<file path="config.mk">
export PLATFORM = sky130hd
export DESIGN_NAME = mclTop
export DESIGN_NICKNAME = d
export VERILOG_FILES = /design/src/mclPkg.sv /design/src/cycleReqIf.sv /design/src/cycleQueue.sv /design/src/mboxCycleIssuer.sv /design/src/mclTop.sv /design/src/memFuncDecoder.sv
export SDC_FILE = /design/constraint.sdc
export NUM_CORES = 1
export LEC_CHECK = 0
export ABC_AREA = 1
export BUFFER_PORTS_ARGS = -buffer_cell sky130_fd_sc_hd__buf_2
export CAP_MARGIN = 10
export CORE_MARGIN = 1.5
export CORE_UTILIZATION = 45
export CTS_BUF_LIST = sky130_fd_sc_hd__clkbuf_8
export DETAILED_ROUTE_END_ITERATION = 10
export GPL_TIMING_DRIVEN = 1
export PLACE_DENSITY = 0.65
export SLEW_MARGIN = 25
export SYNTH_ARGS = -nofsm -noshare
export SYNTH_HDL_FRONTEND = slang
export SYNTH_HIERARCHICAL = 1
export SYNTH_SLANG_ARGS = --single-unit
</file>
<file path="constraint.sdc">
create_clock -name clk -period 13 [get_ports clk]
set_input_delay 1.3 -clock clk [delete_from_list [all_inputs] [get_ports clk]]
set_output_delay 1.3 -clock clk [all_outputs]
set_load 0.1 [all_outputs]
</file>
<file path="src/mclPkg.sv">
package mclPkg;

  // Virtual address is section plus offset
  localparam int SECT_W = 5;
  localparam int OFFS_W = 18;
  localparam int ADDR_W = SECT_W + OFFS_W;

  localparam int DATA_W = 36;

  // Microcode step fields
  localparam int MEM_FIELD_W = 4;
  localparam int MAGIC_W = 9;

  // Memory functions selected by memField bits 1 to 3
  typedef enum logic [2:0] {
    AD_FUNC,
    EA_CALC,
    LOAD_AR,
    LOAD_ARX,
    RW_CYCLE,
    RPW_CYCLE,
    WRITE,
    UNCOND_FETCH
  } memFuncE;

  typedef struct packed {
    logic loadAr;
    logic loadArx;
    logic pause;
    logic write;
    logic fetch;
  } cycleKindT;

  // Address space context for the cycle
  typedef struct packed {
    logic user;
    logic public;
    logic previous;
    logic extended;
  } vmaCtxT;

  localparam int KIND_W = $bits(cycleKindT);
  localparam int CTX_W = $bits(vmaCtxT);

  typedef struct packed {
    cycleKindT kind;
    vmaCtxT ctx;
    logic [ADDR_W-1:0] addr;
    logic [DATA_W-1:0] wrData;
    logic adrErr;
  } cycleReqT;

  typedef enum logic [1:0] {
    IDLE,
    REQ,
    RELEASE,
    DONE
  } issuerStateE;

endpackage

</file>
<file path="src/cycleReqIf.sv">
interface cycleReqIf;

  logic valid;
  logic ready;
  mclPkg::cycleReqT req;

  // Transfer on an edge with valid and ready both high
  modport producer (
    output valid,
    output req,
    input ready
  );

  modport consumer (
    input valid,
    input req,
    output ready
  );

endinterface

</file>
<file path="src/cycleQueue.sv">
module cycleQueue #(
  parameter int QUEUE_DEPTH = 4
) (
  input logic clk,
  input logic rst,
  cycleReqIf.consumer in,
  cycleReqIf.producer out
);

  localparam int PTR_W = (QUEUE_DEPTH > 1) ? $clog2(QUEUE_DEPTH) : 1;
  localparam int CNT_W = $clog2(QUEUE_DEPTH + 1);

  mclPkg::cycleReqT mem [QUEUE_DEPTH];
  logic [PTR_W-1:0] wrPtr;
  logic [PTR_W-1:0] rdPtr;
  logic [CNT_W-1:0] count;
  logic full;
  logic empty;
  logic push;
  logic pop;

  function automatic logic [PTR_W-1:0] nextPtr(input logic [PTR_W-1:0] ptr);
    if (ptr == PTR_W'(QUEUE_DEPTH - 1)) begin
      nextPtr = '0;
    end else begin
      nextPtr = ptr + 1'b1;
    end
  endfunction

  assign full = (count == CNT_W'(QUEUE_DEPTH));
  assign empty = (count == '0);

  assign in.ready = ~full;
  assign out.valid = ~empty;
  assign out.req = mem[rdPtr];

  assign push = in.valid & in.ready;
  assign pop = out.valid & out.ready;

  always_ff @(posedge clk) begin
    if (rst) begin
      wrPtr <= '0;
      rdPtr <= '0;
      count <= '0;
    end else begin
      if (push) begin
        wrPtr <= nextPtr(wrPtr);
      end
      if (pop) begin
        rdPtr <= nextPtr(rdPtr);
      end
      // Simultaneous push and pop leave the count alone
      if (push && !pop) begin
        count <= count + 1'b1;
      end else if (pop && !push) begin
        count <= count - 1'b1;
      end
    end
  end

  always_ff @(posedge clk) begin
    if (push) begin
      mem[wrPtr] <= in.req;
    end
  end

  // A request offered while full stays with the decoder
  fullHoldCheck: assert property (
    @(posedge clk) disable iff (rst)
    in.valid && full |=> in.valid && $stable(in.req)
  );

  countBoundCheck: assert property (
    @(posedge clk) disable iff (rst)
    count <= CNT_W'(QUEUE_DEPTH)
  );

endmodule

</file>
<file path="src/mboxCycleIssuer.sv">
module mboxCycleIssuer (
  input  logic clk,
  input  logic rst,
  cycleReqIf.consumer in,
  input  logic mboxAck,
  input  logic [mclPkg::DATA_W-1:0] mboxRdData,
  output logic mboxReq,
  output logic [mclPkg::ADDR_W-1:0] mboxAddr,
  output mclPkg::cycleKindT mboxKind,
  output mclPkg::vmaCtxT mboxCtx,
  output logic [mclPkg::DATA_W-1:0] mboxWrData,
  output logic doneValid,
  output logic [mclPkg::ADDR_W-1:0] doneAddr,
  output mclPkg::cycleKindT doneKind,
  output logic [mclPkg::DATA_W-1:0] doneRdData,
  output logic doneErr
);

  mclPkg::issuerStateE state;
  mclPkg::cycleReqT curReq;
  logic [mclPkg::DATA_W-1:0] rdData;
  logic pop;
  logic isRead;

  // Only accept work once the previous MBOX cycle has fully closed
  assign in.ready = (state == mclPkg::IDLE);
  assign pop = in.valid & in.ready;
  assign isRead = curReq.kind.loadAr | curReq.kind.loadArx;

  always_ff @(posedge clk) begin
    if (rst) begin
      state <= mclPkg::IDLE;
    end else begin
      unique case (state)
        mclPkg::IDLE: begin
          if (pop) begin
            // Bad address never goes to the MBOX
            state <= in.req.adrErr ? mclPkg::DONE : mclPkg::REQ;
          end
        end
        mclPkg::REQ: begin
          if (mboxAck) begin
            state <= mclPkg::RELEASE;
          end
        end
        mclPkg::RELEASE: begin
          if (!mboxAck) begin
            state <= mclPkg::DONE;
          end
        end
        mclPkg::DONE: begin
          state <= mclPkg::IDLE;
        end
      endcase
    end
  end

  always_ff @(posedge clk) begin
    if (pop) begin
      curReq <= in.req;
      rdData <= '0;
    end else if (state == mclPkg::REQ && mboxAck && isRead) begin
      rdData <= mboxRdData;
    end
  end

  // MBOX request side
  assign mboxReq = (state == mclPkg::REQ);
  assign mboxAddr = curReq.addr;
  assign mboxKind = curReq.kind;
  assign mboxCtx = curReq.ctx;
  assign mboxWrData = curReq.wrData;

  // Completion report
  assign doneValid = (state == mclPkg::DONE);
  assign doneAddr = curReq.addr;
  assign doneKind = curReq.kind;
  assign doneRdData = rdData;
  assign doneErr = curReq.adrErr;

  reqStableCheck: assert property (
    @(posedge clk) disable iff (rst)
    mboxReq && !mboxAck |=>
      mboxReq && $stable({mboxAddr, mboxKind, mboxCtx, mboxWrData})
  );

  // Ack must be back low on the edge that raises the next request
  reqRiseCheck: assert property (
    @(posedge clk) disable iff (rst)
    $rose(mboxReq) |-> !$past(mboxAck)
  );

endmodule

</file>
<file path="src/mclTop.sv">
module mclTop #(
  parameter int QUEUE_DEPTH = 4
) (
  input  logic clk,
  input  logic rst,
  input  logic uopValid,
  input  logic [mclPkg::MEM_FIELD_W-1:0] memField,
  input  logic [mclPkg::MAGIC_W-1:0] magic,
  input  logic [mclPkg::ADDR_W-1:0] vmaAddr,
  input  logic [mclPkg::DATA_W-1:0] wrData,
  input  logic userMode,
  input  logic publicMode,
  input  logic extendEnable,
  input  logic mboxAck,
  input  logic [mclPkg::DATA_W-1:0] mboxRdData,
  output logic uopReady,
  output logic mboxReq,
  output logic [mclPkg::ADDR_W-1:0] mboxAddr,
  output logic [mclPkg::KIND_W-1:0] mboxKind,
  output logic [mclPkg::CTX_W-1:0] mboxCtx,
  output logic [mclPkg::DATA_W-1:0] mboxWrData,
  output logic doneValid,
  output logic [mclPkg::ADDR_W-1:0] doneAddr,
  output logic [mclPkg::KIND_W-1:0] doneKind,
  output logic [mclPkg::DATA_W-1:0] doneRdData,
  output logic doneErr
);

  mclPkg::cycleKindT mboxKindS;
  mclPkg::vmaCtxT mboxCtxS;
  mclPkg::cycleKindT doneKindS;

  cycleReqIf decToQueue ();
  cycleReqIf queueToIssuer ();

  memFuncDecoder i_decoder (
    .clk(clk),
    .rst(rst),
    .uopValid(uopValid),
    .memField(memField),
    .magic(magic),
    .vmaAddr(vmaAddr),
    .wrData(wrData),
    .userMode(userMode),
    .publicMode(publicMode),
    .extendEnable(extendEnable),
    .uopReady(uopReady),
    .out(decToQueue)
  );

  cycleQueue #(
    .QUEUE_DEPTH(QUEUE_DEPTH)
  ) i_queue (
    .clk(clk),
    .rst(rst),
    .in(decToQueue),
    .out(queueToIssuer)
  );

  mboxCycleIssuer i_issuer (
    .clk(clk),
    .rst(rst),
    .in(queueToIssuer),
    .mboxAck(mboxAck),
    .mboxRdData(mboxRdData),
    .mboxReq(mboxReq),
    .mboxAddr(mboxAddr),
    .mboxKind(mboxKindS),
    .mboxCtx(mboxCtxS),
    .mboxWrData(mboxWrData),
    .doneValid(doneValid),
    .doneAddr(doneAddr),
    .doneKind(doneKindS),
    .doneRdData(doneRdData),
    .doneErr(doneErr)
  );

  // Struct fields out to flat ports
  assign mboxKind = mboxKindS;
  assign mboxCtx = mboxCtxS;
  assign doneKind = doneKindS;

endmodule

</file>
<file path="src/memFuncDecoder.sv">
module memFuncDecoder (
  input  logic clk,
  input  logic rst,
  input  logic uopValid,
  input  logic [mclPkg::MEM_FIELD_W-1:0] memField,
  input  logic [mclPkg::MAGIC_W-1:0] magic,
  input  logic [mclPkg::ADDR_W-1:0] vmaAddr,
  input  logic [mclPkg::DATA_W-1:0] wrData,
  input  logic userMode,
  input  logic publicMode,
  input  logic extendEnable,
  output logic uopReady,
  cycleReqIf.producer out
);

  mclPkg::memFuncE func;
  mclPkg::cycleKindT kind;
  mclPkg::vmaCtxT ctx;
  mclPkg::cycleReqT reqReg;
  logic [mclPkg::SECT_W-1:0] section;
  logic isAdFunc;
  logic adrErr;
  logic produce;
  logic accept;
  logic validReg;
  logic armed;

  assign func = mclPkg::memFuncE'(memField[mclPkg::MEM_FIELD_W-1:1]);
  assign section = vmaAddr[mclPkg::ADDR_W-1 -: mclPkg::SECT_W];
  assign isAdFunc = (func == mclPkg::AD_FUNC);

  // Cycle kind per memory function
  always_comb begin
    kind = '0;
    unique case (func)
      mclPkg::LOAD_AR: begin
        kind.loadAr = 1'b1;
      end
      mclPkg::LOAD_ARX: begin
        kind.loadArx = 1'b1;
      end
      mclPkg::RW_CYCLE: begin
        kind.loadAr = 1'b1;
        kind.write = 1'b1;
      end
      mclPkg::RPW_CYCLE: begin
        kind.loadAr = 1'b1;
        kind.pause = 1'b1;
        kind.write = 1'b1;
      end
      mclPkg::WRITE: begin
        kind.write = 1'b1;
      end
      mclPkg::UNCOND_FETCH: begin
        kind.loadArx = 1'b1;
        kind.fetch = 1'b1;
      end
      mclPkg::EA_CALC, mclPkg::AD_FUNC: begin
        // Kind comes straight from the magic field
        kind.loadAr = magic[0];
        kind.loadArx = magic[1];
        kind.pause = magic[2];
        kind.write = magic[3];
      end
    endcase
  end

  // Address context
  always_comb begin
    ctx.user = isAdFunc ? magic[1] : userMode;
    ctx.public = publicMode & ~ctx.user;
    ctx.previous = (func == mclPkg::EA_CALC) & magic[5];
    ctx.extended = (section != '0);
  end

  // Section bits need extended addressing, except for AD_FUNC
  assign adrErr = (section != '0) & ~extendEnable & ~isAdFunc;

  assign produce = memField[0] & (kind != '0);

  // Ready waits one cycle after reset
  assign uopReady = armed & (~validReg | out.ready);
  assign accept = uopValid & uopReady;

  always_ff @(posedge clk) begin
    if (rst) begin
      validReg <= 1'b0;
      armed <= 1'b0;
    end else begin
      armed <= 1'b1;
      if (accept) begin
        validReg <= produce;
      end else if (out.ready) begin
        validReg <= 1'b0;
      end
    end
  end

  always_ff @(posedge clk) begin
    if (accept) begin
      reqReg.kind <= kind;
      reqReg.ctx <= ctx;
      reqReg.addr <= vmaAddr;
      reqReg.wrData <= wrData;
      reqReg.adrErr <= adrErr;
    end
  end

  assign out.valid = validReg;
  assign out.req = reqReg;

  // Dropped steps must never reach the queue
  validKindCheck: assert property (
    @(posedge clk) disable iff (rst)
    out.valid |-> (out.req.kind != '0)
  );

endmodule

</file>
==> results.cfg, run 1 <==
[clocking]
cts-resized-gates = 0
cts_tree = built
postCtsSetupBuffers = 0
numClockSinks = 463
clkTransAtPathRegs_ns = 0.06
clk_path_buf_depth = 3
cts_hold_buf = 0
cts_made_buffers = 75
clk_latency_ns = 0.61
htreeDepth = 3
cts-root-buf = clkbuf_8

[route]
firstDrtPassIters = 4
post_drt_via_cell_ratio = 5.02
ant_nets = 0
num_vias = 9639
drc = 0
wl_um = 33500
wire_per_inst_um = 17.5
drt_iter0_markers = 470

[synthesis]
netlist_instances = 1137
synth_nets = 1265
ys_seq_elements = 463
synth_area_sq_mm = 0.0168
avgSynthCellArea_sq_um = 14.8
ys_seq_area_share_pct = 79.7
yosys_warnings = 6
synth_cell_types = 37

[worst_hold_path]
hold_path.class = reg2reg
hold_end = i_issuer/doneRdData[25]$_SDFFE_PP0P_
worstHoldStart = i_issuer/doneRdData[25]$_SDFFE_PP0P_
hold-path-cell-count = 2

[layout]
final_cell_area_sq_mm = 0.0197
nNetsFinal = 1520
mostFrequentLayoutCells = edfxtp_1 (414), buf_2 (246), nor2_1 (220), o21ai_0 (122), clkbuf_8 (80)
final_common_cell = edfxtp_1
drive_gt1_share_pct = 26.3
syn_to_final_growth_pct = 17.1

[sta]
timing.fmax_mhz = 313
rsz0062_at_grt = no
report.final.slew_viol_count = 0
tightest_slew_ns = 0.939
skew_ns = 0.0174
min_period_ns = 3.20
setup_viol = 0
period_share_pct = 24.6
tns_ns = 0
hold_viol = 0
relSlewSlack_pct = 37.4

[placed_design]
port_buffers = 246
place_area_sq_mm = 0.0182
gp_congestion = 0.738
dp_hpwl_um = 18000

[critical_path]
crit_chain = nor2_1, nand2_1, inv_1, nand2_1, and2_1, buf_2
critPathLaunchType = register
r2r_cells = 5
cp_num_buf_inv = 2
cp_slowest_stage_delay_ns = 0.42
slowest_stage = buf_2
arrival_ns = 1.90
r2r_end = i_queue/mem[2][32]$_DFFE_PP_
crit_path_frequent_cell = nand2_1
r2r-start = i_queue/count[0]$_SDFFE_PP0P_
critical-path-top-delay-family = buffers and inverters
path_max_fanout = 4
regToRegSetupSlack_ns = 10.29
timing_worst_setup_path_type = reg2out
worstSetupEndpointType = output pin
cp_data_required_time_ns = 11.70

[floorplan]
initial_core_util_pct = 45.9
die-area_sq_mm = 0.0386
core_sq_mm = 0.0367
pin_count = 251
die_h_um = 196
row_count = 70
die_w_um = 196

[global_route]
grt_antenna_before_repair = 4
grtUsageTotal_pct = 17.4
overflow = 0
first_global_vias = 9540
grt_max_degree = 93
grt_first_pass_wirelength_um = 50900

[run]
maxCapViolCount = 0

[run_status]
status = finished clean
==> layout make-up <==
class                   count  area [sq um]
fillers                  2964         17000
flip-flops and latches    463         13400
multi-input cells         552          2720
repair buffers            259          1360
clock buffers              80          1100
well taps                 468           586
clock inverters            56           373
inverters                  41           163
diodes                      2          5.00
==> worst register-to-register path, stage by stage (launching register included) <==
cell	delay, ns
dfxtp_1	0.39
nor2_1	0.08
nand2_1	0.12
nand2_1	0.29
nor2_4	0.62
buf_4	0.81
==> layer usage <==
layer  global-route usage (%)  vias to the layer above  wire length, um
li1                         -                     4636                -
met1                     22.0                     4636            14300
met5                        0                        -               21
met4                     6.61                        4              592
met3                     4.59                       56             2290
met2                     29.0                      307            16300
==> synthesized netlist by cell type, drive strengths merged <==
library cell / n / area, sq um
fa: 1 / 20.0
and2: 1 / 6.26
and3: 1 / 6.26
clkbuf: 21 / 86.3
nor4: 1 / 6.26
nor2: 235 / 910
buf: 60 / 494
ha: 12 / 150
nand4: 2 / 12.5
o211ai: 1 / 7.51
nand3: 3 / 15.0
o21bai: 1 / 7.51
xor2: 1 / 8.76
a21oi: 6 / 33.8
nand3b: 2 / 15.0
nand2: 34 / 135
o22ai: 69 / 432
inv: 40 / 158
clkinv: 1 / 3.75
edfxtp: 414 / 12400
nor3: 2 / 15.0
or2: 1 / 6.26
dfxtp: 49 / 981
o21ai: 179 / 896
==> worst max path at each step <==
stage	from	endpoint	slack, ns	depth (start not counted)
floorplan	i_queue/count[0]$_SDFFE_PP0P_	i_queue/mem[0][0]$_DFFE_PP_	8.93	4
global placement	i_queue/count[0]$_SDFFE_PP0P_	i_queue/mem[3][24]$_DFFE_PP_	10.05	5
detailed placement	register	i_issuer/state[1]$_SDFFE_PP0P_	10.23	8
CTS	i_queue/count[0]$_SDFFE_PP0P_	uopReady	9.74	6
global route	i_queue/count[0]$_SDFFE_PP0P_	uopReady	9.69	6
finish	i_queue/count[0]$_SDFFE_PP0P_	uopReady	9.80	6
==> registers in the layout, indices dropped and copies added (netlist names), named ones only <==
signal,flops
i_decoder/out.valid,1
i_queue/mem,276
i_issuer/doneKind,5
i_decoder/out.req,69
i_issuer/doneErr,1
i_decoder/armed,1
i_queue/wrPtr,2
i_queue/rdPtr,2
i_queue/count,3
i_issuer/doneRdData,36
i_issuer/state,2
i_issuer/doneAddr,23
i_issuer/mboxWrData,36
i_issuer/mboxCtx,4
==> cell families (layout without fill, tap and decap cells) <==
kind of cell | count (synthesis) | count (layout) | share of synthesized area [%]
flip-flops | 463 | 463 | 79.7
XOR/XNOR | 1 | 1 | 0.0520
adder cells (fa/ha/maj) | 13 | 13 | 1.01
buffers and inverters | 122 | 436 | 4.41
AND/OR/NAND/NOR | 282 | 282 | 6.70
other | 0 | 2 | 0
AO/OA/AOI/OAI | 256 | 256 | 8.17
==> per-stage QoR <==
stage               setup WS, ns  hold slack, ns  utilization, %  instances
global placement           10.05           0.461            49.6       1781
finish                      9.80           0.474            53.7       1921
global route                9.69           0.498            53.7       1919
floorplan                   8.93           0.459               -       1137
CTS                         9.74           0.480            53.7       1918
detailed placement         10.23           0.466            49.7       1782
Power of run 1 is left out: the tool's default activity adds up to more than one toggle a clock period on the data nets, which glitch-free logic cannot reach.
==> run 2, diff against run 1 <==
Settings changed: PLACE_DENSITY 0.65 to 0.68.
Clock period 13 ns to 2.8 ns, I/O delays scaled along.
==> results.cfg, run 2 (synthesis gave the netlist of run 1 again) <==
[run_status]
status = finished clean

[sta]
skew_ns = 0.0288
rsz0062_at_grt = no
min_period_ns = 2.20
timing.hold.ws_ns = 0.0623
timing.fmax_mhz = 455
hold_viol = 0
period_share_pct = 78.5
report.final.slew_viol_count = 0
relSlewSlack_pct = 46.0
tightest_slew_ns = 0.810
setup_ws_ns = 0.603
setup_viol = 0

[critical_path]
crit_chain = nor2_1, nand2_1, inv_1, nand2_1, and2_1, buf_2
cp_slowest_stage_delay_ns = 0.43
critical-path-top-delay-family = buffers and inverters
path_max_fanout = 4
worstSetupEndpointType = output pin
critPathLaunchType = register
slowest_stage = buf_2
arrival_ns = 1.92
timing_worst_setup_path_type = reg2out
crit_path_frequent_cell = nand2_1
cp_num_buf_inv = 2
cp_data_required_time_ns = 2.52

[floorplan]
die_h_um = 196
die-area_sq_mm = 0.0386
core_sq_mm = 0.0367
row_count = 70
pin_count = 251
initial_core_util_pct = 45.9
die_w_um = 196

[layout]
ff_latch_area_sq_mm = 0.0134
largest_reg_flops = 276
final_common_cell = edfxtp_1
drive_gt1_share_pct = 25.1
mostFrequentLayoutCells = edfxtp_1 (414), buf_2 (246), nor2_1 (220), o21ai_0 (122), dlygate4sd3_1 (99)
fillers = 2878
top_register = i_queue/mem
multi_input_area_sq_mm = 0.00272
fin_util_pct = 56.6
syn_to_final_growth_pct = 23.4
nNetsFinal = 1625

[route]
ant_nets = 0
num_vias = 10172
post_drt_via_cell_ratio = 5.02
wl_um = 35700
drc = 0
wire_per_inst_um = 17.6
firstDrtPassIters = 5
drt_iter0_markers = 580

[run]
maxCapViolCount = 0

[clocking]
clk_latency_ns = 0.60
clk_path_buf_depth = 3
cts-root-buf = clkbuf_8
cts_made_buffers = 75
cts_tree = built
clkTransAtPathRegs_ns = 0.06
cts-resized-gates = 0
htreeDepth = 3
numClockSinks = 463

[global_route]
grt_max_degree = 139
grt_antenna_before_repair = 2
first_global_vias = 10299
overflow = 0
grt_first_pass_wirelength_um = 54400
grtUsageTotal_pct = 18.4

[placed_design]
port_buffers = 246
dp_hpwl_um = 19700
gp_congestion = 0.713
dp_slack_ns = 0.633

[worst_hold_path]
hold_path.class = in2reg
[run 2: cell count changes in the layout (fill, tap and decap cells not counted), moves of 2 or more]
cell,before,now
clkinv_1,19,17
buf_12,2,8
dlygate4sd3_1,0,99
bufinv_16,5,3
clkinv_2,8,16
[run 2: routing by layer]
metal  track usage (%)  vias to the layer above  share of wire [%]
li1                  -                     4846                  -
met5                 0                        -              0.020
met1              23.0                     4905                 43
met3              4.11                       73                5.4
met4              7.38                        2                2.9
met2              31.1                      346                 49
[run 2: worst reg2reg max path: cells and delay by family, from the launching register on]
family	cells	cell delay (ns)
AOI/OAI and AO/OA	1	0.18
adders and majority gates	2	0.64
DFF	1	0.34
buffers and inverters	2	0.19
and+or+nand+nor	4	0.71
[run 2: final cells by class]
cell class | instances | area share (%)
repair buffers | 364 | 11.9
inverters | 41 | 0.783
well taps | 468 | 2.82
multi-input cells | 552 | 13.1
clock buffers | 79 | 5.23
diodes | 1 | 0.0120
flip-flops and latches | 463 | 64.6
clock inverters | 60 | 1.66
[run 2: per-stage QoR]
step / TNS [ns] / instance area (sq um) / instances
after floorplan: -44.44 / 16800 / 1137
after global placement: 0 / 18400 / 1789
after detailed placement: 0 / 18400 / 1789
after CTS: 0 / 20800 / 2027
after global routing: 0 / 20800 / 2027
final: 0 / 20800 / 2028
[run 2: path summary, 6_finish.rpt]
kind                                                      from                              end  slack (ns)  cells past startpoint
worst max-delay path             i_queue/count[0]$_SDFFE_PP0P_                         uopReady        0.60                      6
worst min-delay path                                  magic[5]  i_decoder/out.req[61]$_DFFE_PP_        0.06                      3
worst min register to register  i_decoder/out.req[5]$_DFFE_PP_      i_queue/mem[3][5]$_DFFE_PP_        0.48                      0
worst max register to register   i_queue/count[1]$_SDFFE_PP0P_    i_queue/count[1]$_SDFFE_PP0P_        0.63                      9
[run 2: what timing repair did]
item / 4_1_cts / 5_1_grt
hold buffers: 99 / 0
setup buffers: 0 / 0
hold endpoints to repair: 102 / 0
endpoints found under the setup margin: 0 / 0
Power of run 2 is left out for the same reason.
==> run 3, diff against run 2 <==
Settings changed: PLACE_DENSITY 0.68 to 0.65.
Clock period 2.8 ns to 2.25 ns, I/O delays scaled along.
==> results.cfg, run 3 (synthesis gave the netlist of run 1 again) <==
[global_route]
grt_max_degree = 70
grt_antenna_before_repair = 1
overflow = 0
grt_first_pass_wirelength_um = 54600
grtUsageTotal_pct = 18.5
first_global_vias = 10248

[floorplan]
die_h_um = 196
pin_count = 251
initial_core_util_pct = 45.9
die_w_um = 196
row_count = 70
core_sq_mm = 0.0367
die-area_sq_mm = 0.0386

[clocking]
cts_tree = built
clkTransAtPathRegs_ns = 0.06
clk_path_buf_depth = 3
numClockSinks = 463
clk_latency_ns = 0.62
cts-root-buf = clkbuf_8
cts_made_buffers = 76
htreeDepth = 3

[route]
drc = 0
wire_per_inst_um = 17.3
num_vias = 10191
firstDrtPassIters = 4
ant_nets = 0
post_drt_via_cell_ratio = 5.00
drt_iter0_markers = 486
wl_um = 35400

[run]
maxCapViolCount = 0

[sta]
setup_viol = 0
tightest_slew_ns = 0.581
relSlewSlack_pct = 61.3
hold_viol = 0
skew_ns = 0.0323
rsz0062_at_grt = no
report.final.slew_viol_count = 0
min_period_ns = 2.06
timing.fmax_mhz = 485
period_share_pct = 91.7

[layout]
mostFrequentLayoutCells = edfxtp_1 (414), buf_2 (245), nor2_1 (220), o21ai_0 (122), dlygate4sd3_1 (108)
drive_gt1_share_pct = 25.1
fillers = 2866
final_cells = 2038
multi_input_area_sq_mm = 0.00274
syn_to_final_growth_pct = 24.5
final_common_cell = edfxtp_1
largest_reg_flops = 276
nNetsFinal = 1640
ff_latch_area_sq_mm = 0.0134
top_register = i_queue/mem

[critical_path]
cp_num_buf_inv = 2
path_max_fanout = 4
cp_slowest_stage_delay_ns = 0.34
crit_path_frequent_cell = nand2_1
arrival_ns = 1.84
slowest_stage = dfxtp_1
critPathLaunchType = register
critical-path-top-delay-family = simple AND/OR/NAND/NOR gates
regToRegSetupSlack_ns = 0.26
timing_worst_setup_path_type = reg2out
crit_chain = nor2_1, nand2_1, inv_1, nand2_1, and2_1, clkbuf_4
cp_data_required_time_ns = 2.03
worstSetupEndpointType = output pin

[placed_design]
port_buffers = 246
dp_hpwl_um = 19000
gp_congestion = 0.773
dp_cells = 1794

[run_status]
status = finished clean

[worst_hold_path]
hold_path.class = in2reg
-- run 3: cell count changes in the layout (fill, tap and decap cells not counted), sizes merged --
cell	change
buf	+4
dlygate4sd3	+9
bufinv	+1
clkinv	-10
clkinvlp	+4
clkbuf	+3
inv	-1
-- run 3: final timing paths --
check,from,end,cells after the start
max,i_queue/count[1]$_SDFFE_PP0P_,uopReady,6
min,memField[1],i_decoder/out.req[64]$_DFFE_PP_,3
max reg2reg,i_queue/count[1]$_SDFFE_PP0P_,i_queue/count[2]$_SDFFE_PP0P_,12
min reg2reg,i_issuer/doneRdData[28]$_SDFFE_PP0P_,i_issuer/doneRdData[28]$_SDFFE_PP0P_,2
-- run 3: metrics by stage --
stage / cell area (sq um) / hold slack [ns] / setup slack [ns] / utilization, % / TNS, ns
floorplan: 16900 / 0.282 / -0.711 / - / -196.24
global placement: 18400 / 0.403 / 0.386 / 50.2 / 0
CTS: 21000 / 0.00724 / 0.0535 / 57.1 / 0
global route: 21000 / 0.0167 / 0.0579 / 57.1 / 0
finish: 21000 / 0.0477 / 0.188 / 57.1 / 0
detailed placement: 18400 / 0.403 / 0.356 / 50.2 / 0
-- run 3: layer usage --
layer / GRT usage, % / part of all wire, %
met5: 0 / 0
met4: 6.35 / 2.0
met3: 4.53 / 5.3
met2: 30.2 / 48
met1: 24.5 / 45
-- run 3: what timing repair did --
| item | CTS | global route |
|---|---|---|
| resized for setup | 0 | 1 |
| endpoints found under the setup margin | 0 | 1 |
| hold buffers | 108 | 0 |
| hold endpoints to repair | 108 | 0 |
| setup buffers | 0 | 0 |
-- run 3: final cells by class --
type / instances / share of cell area [%]
inverter: 41 / 0.788
clock buffer: 81 / 5.32
antenna: 1 / 0.0119
tap: 468 / 2.79
multi-input combinational: 552 / 13.1
timing repair buffer: 378 / 12.4
sequential: 463 / 64.0
clock inverter: 54 / 1.60
-- run 3: worst register-to-register path: cells and delay by family, from the launching register on --
kind | cells | cell delay (ns)
and+or+nand+nor | 7 | 0.79
adders and majority gates | 2 | 0.57
DFF | 1 | 0.34
buffers and inverters | 3 | 0.19
Power of run 3 is left out for the same reason.
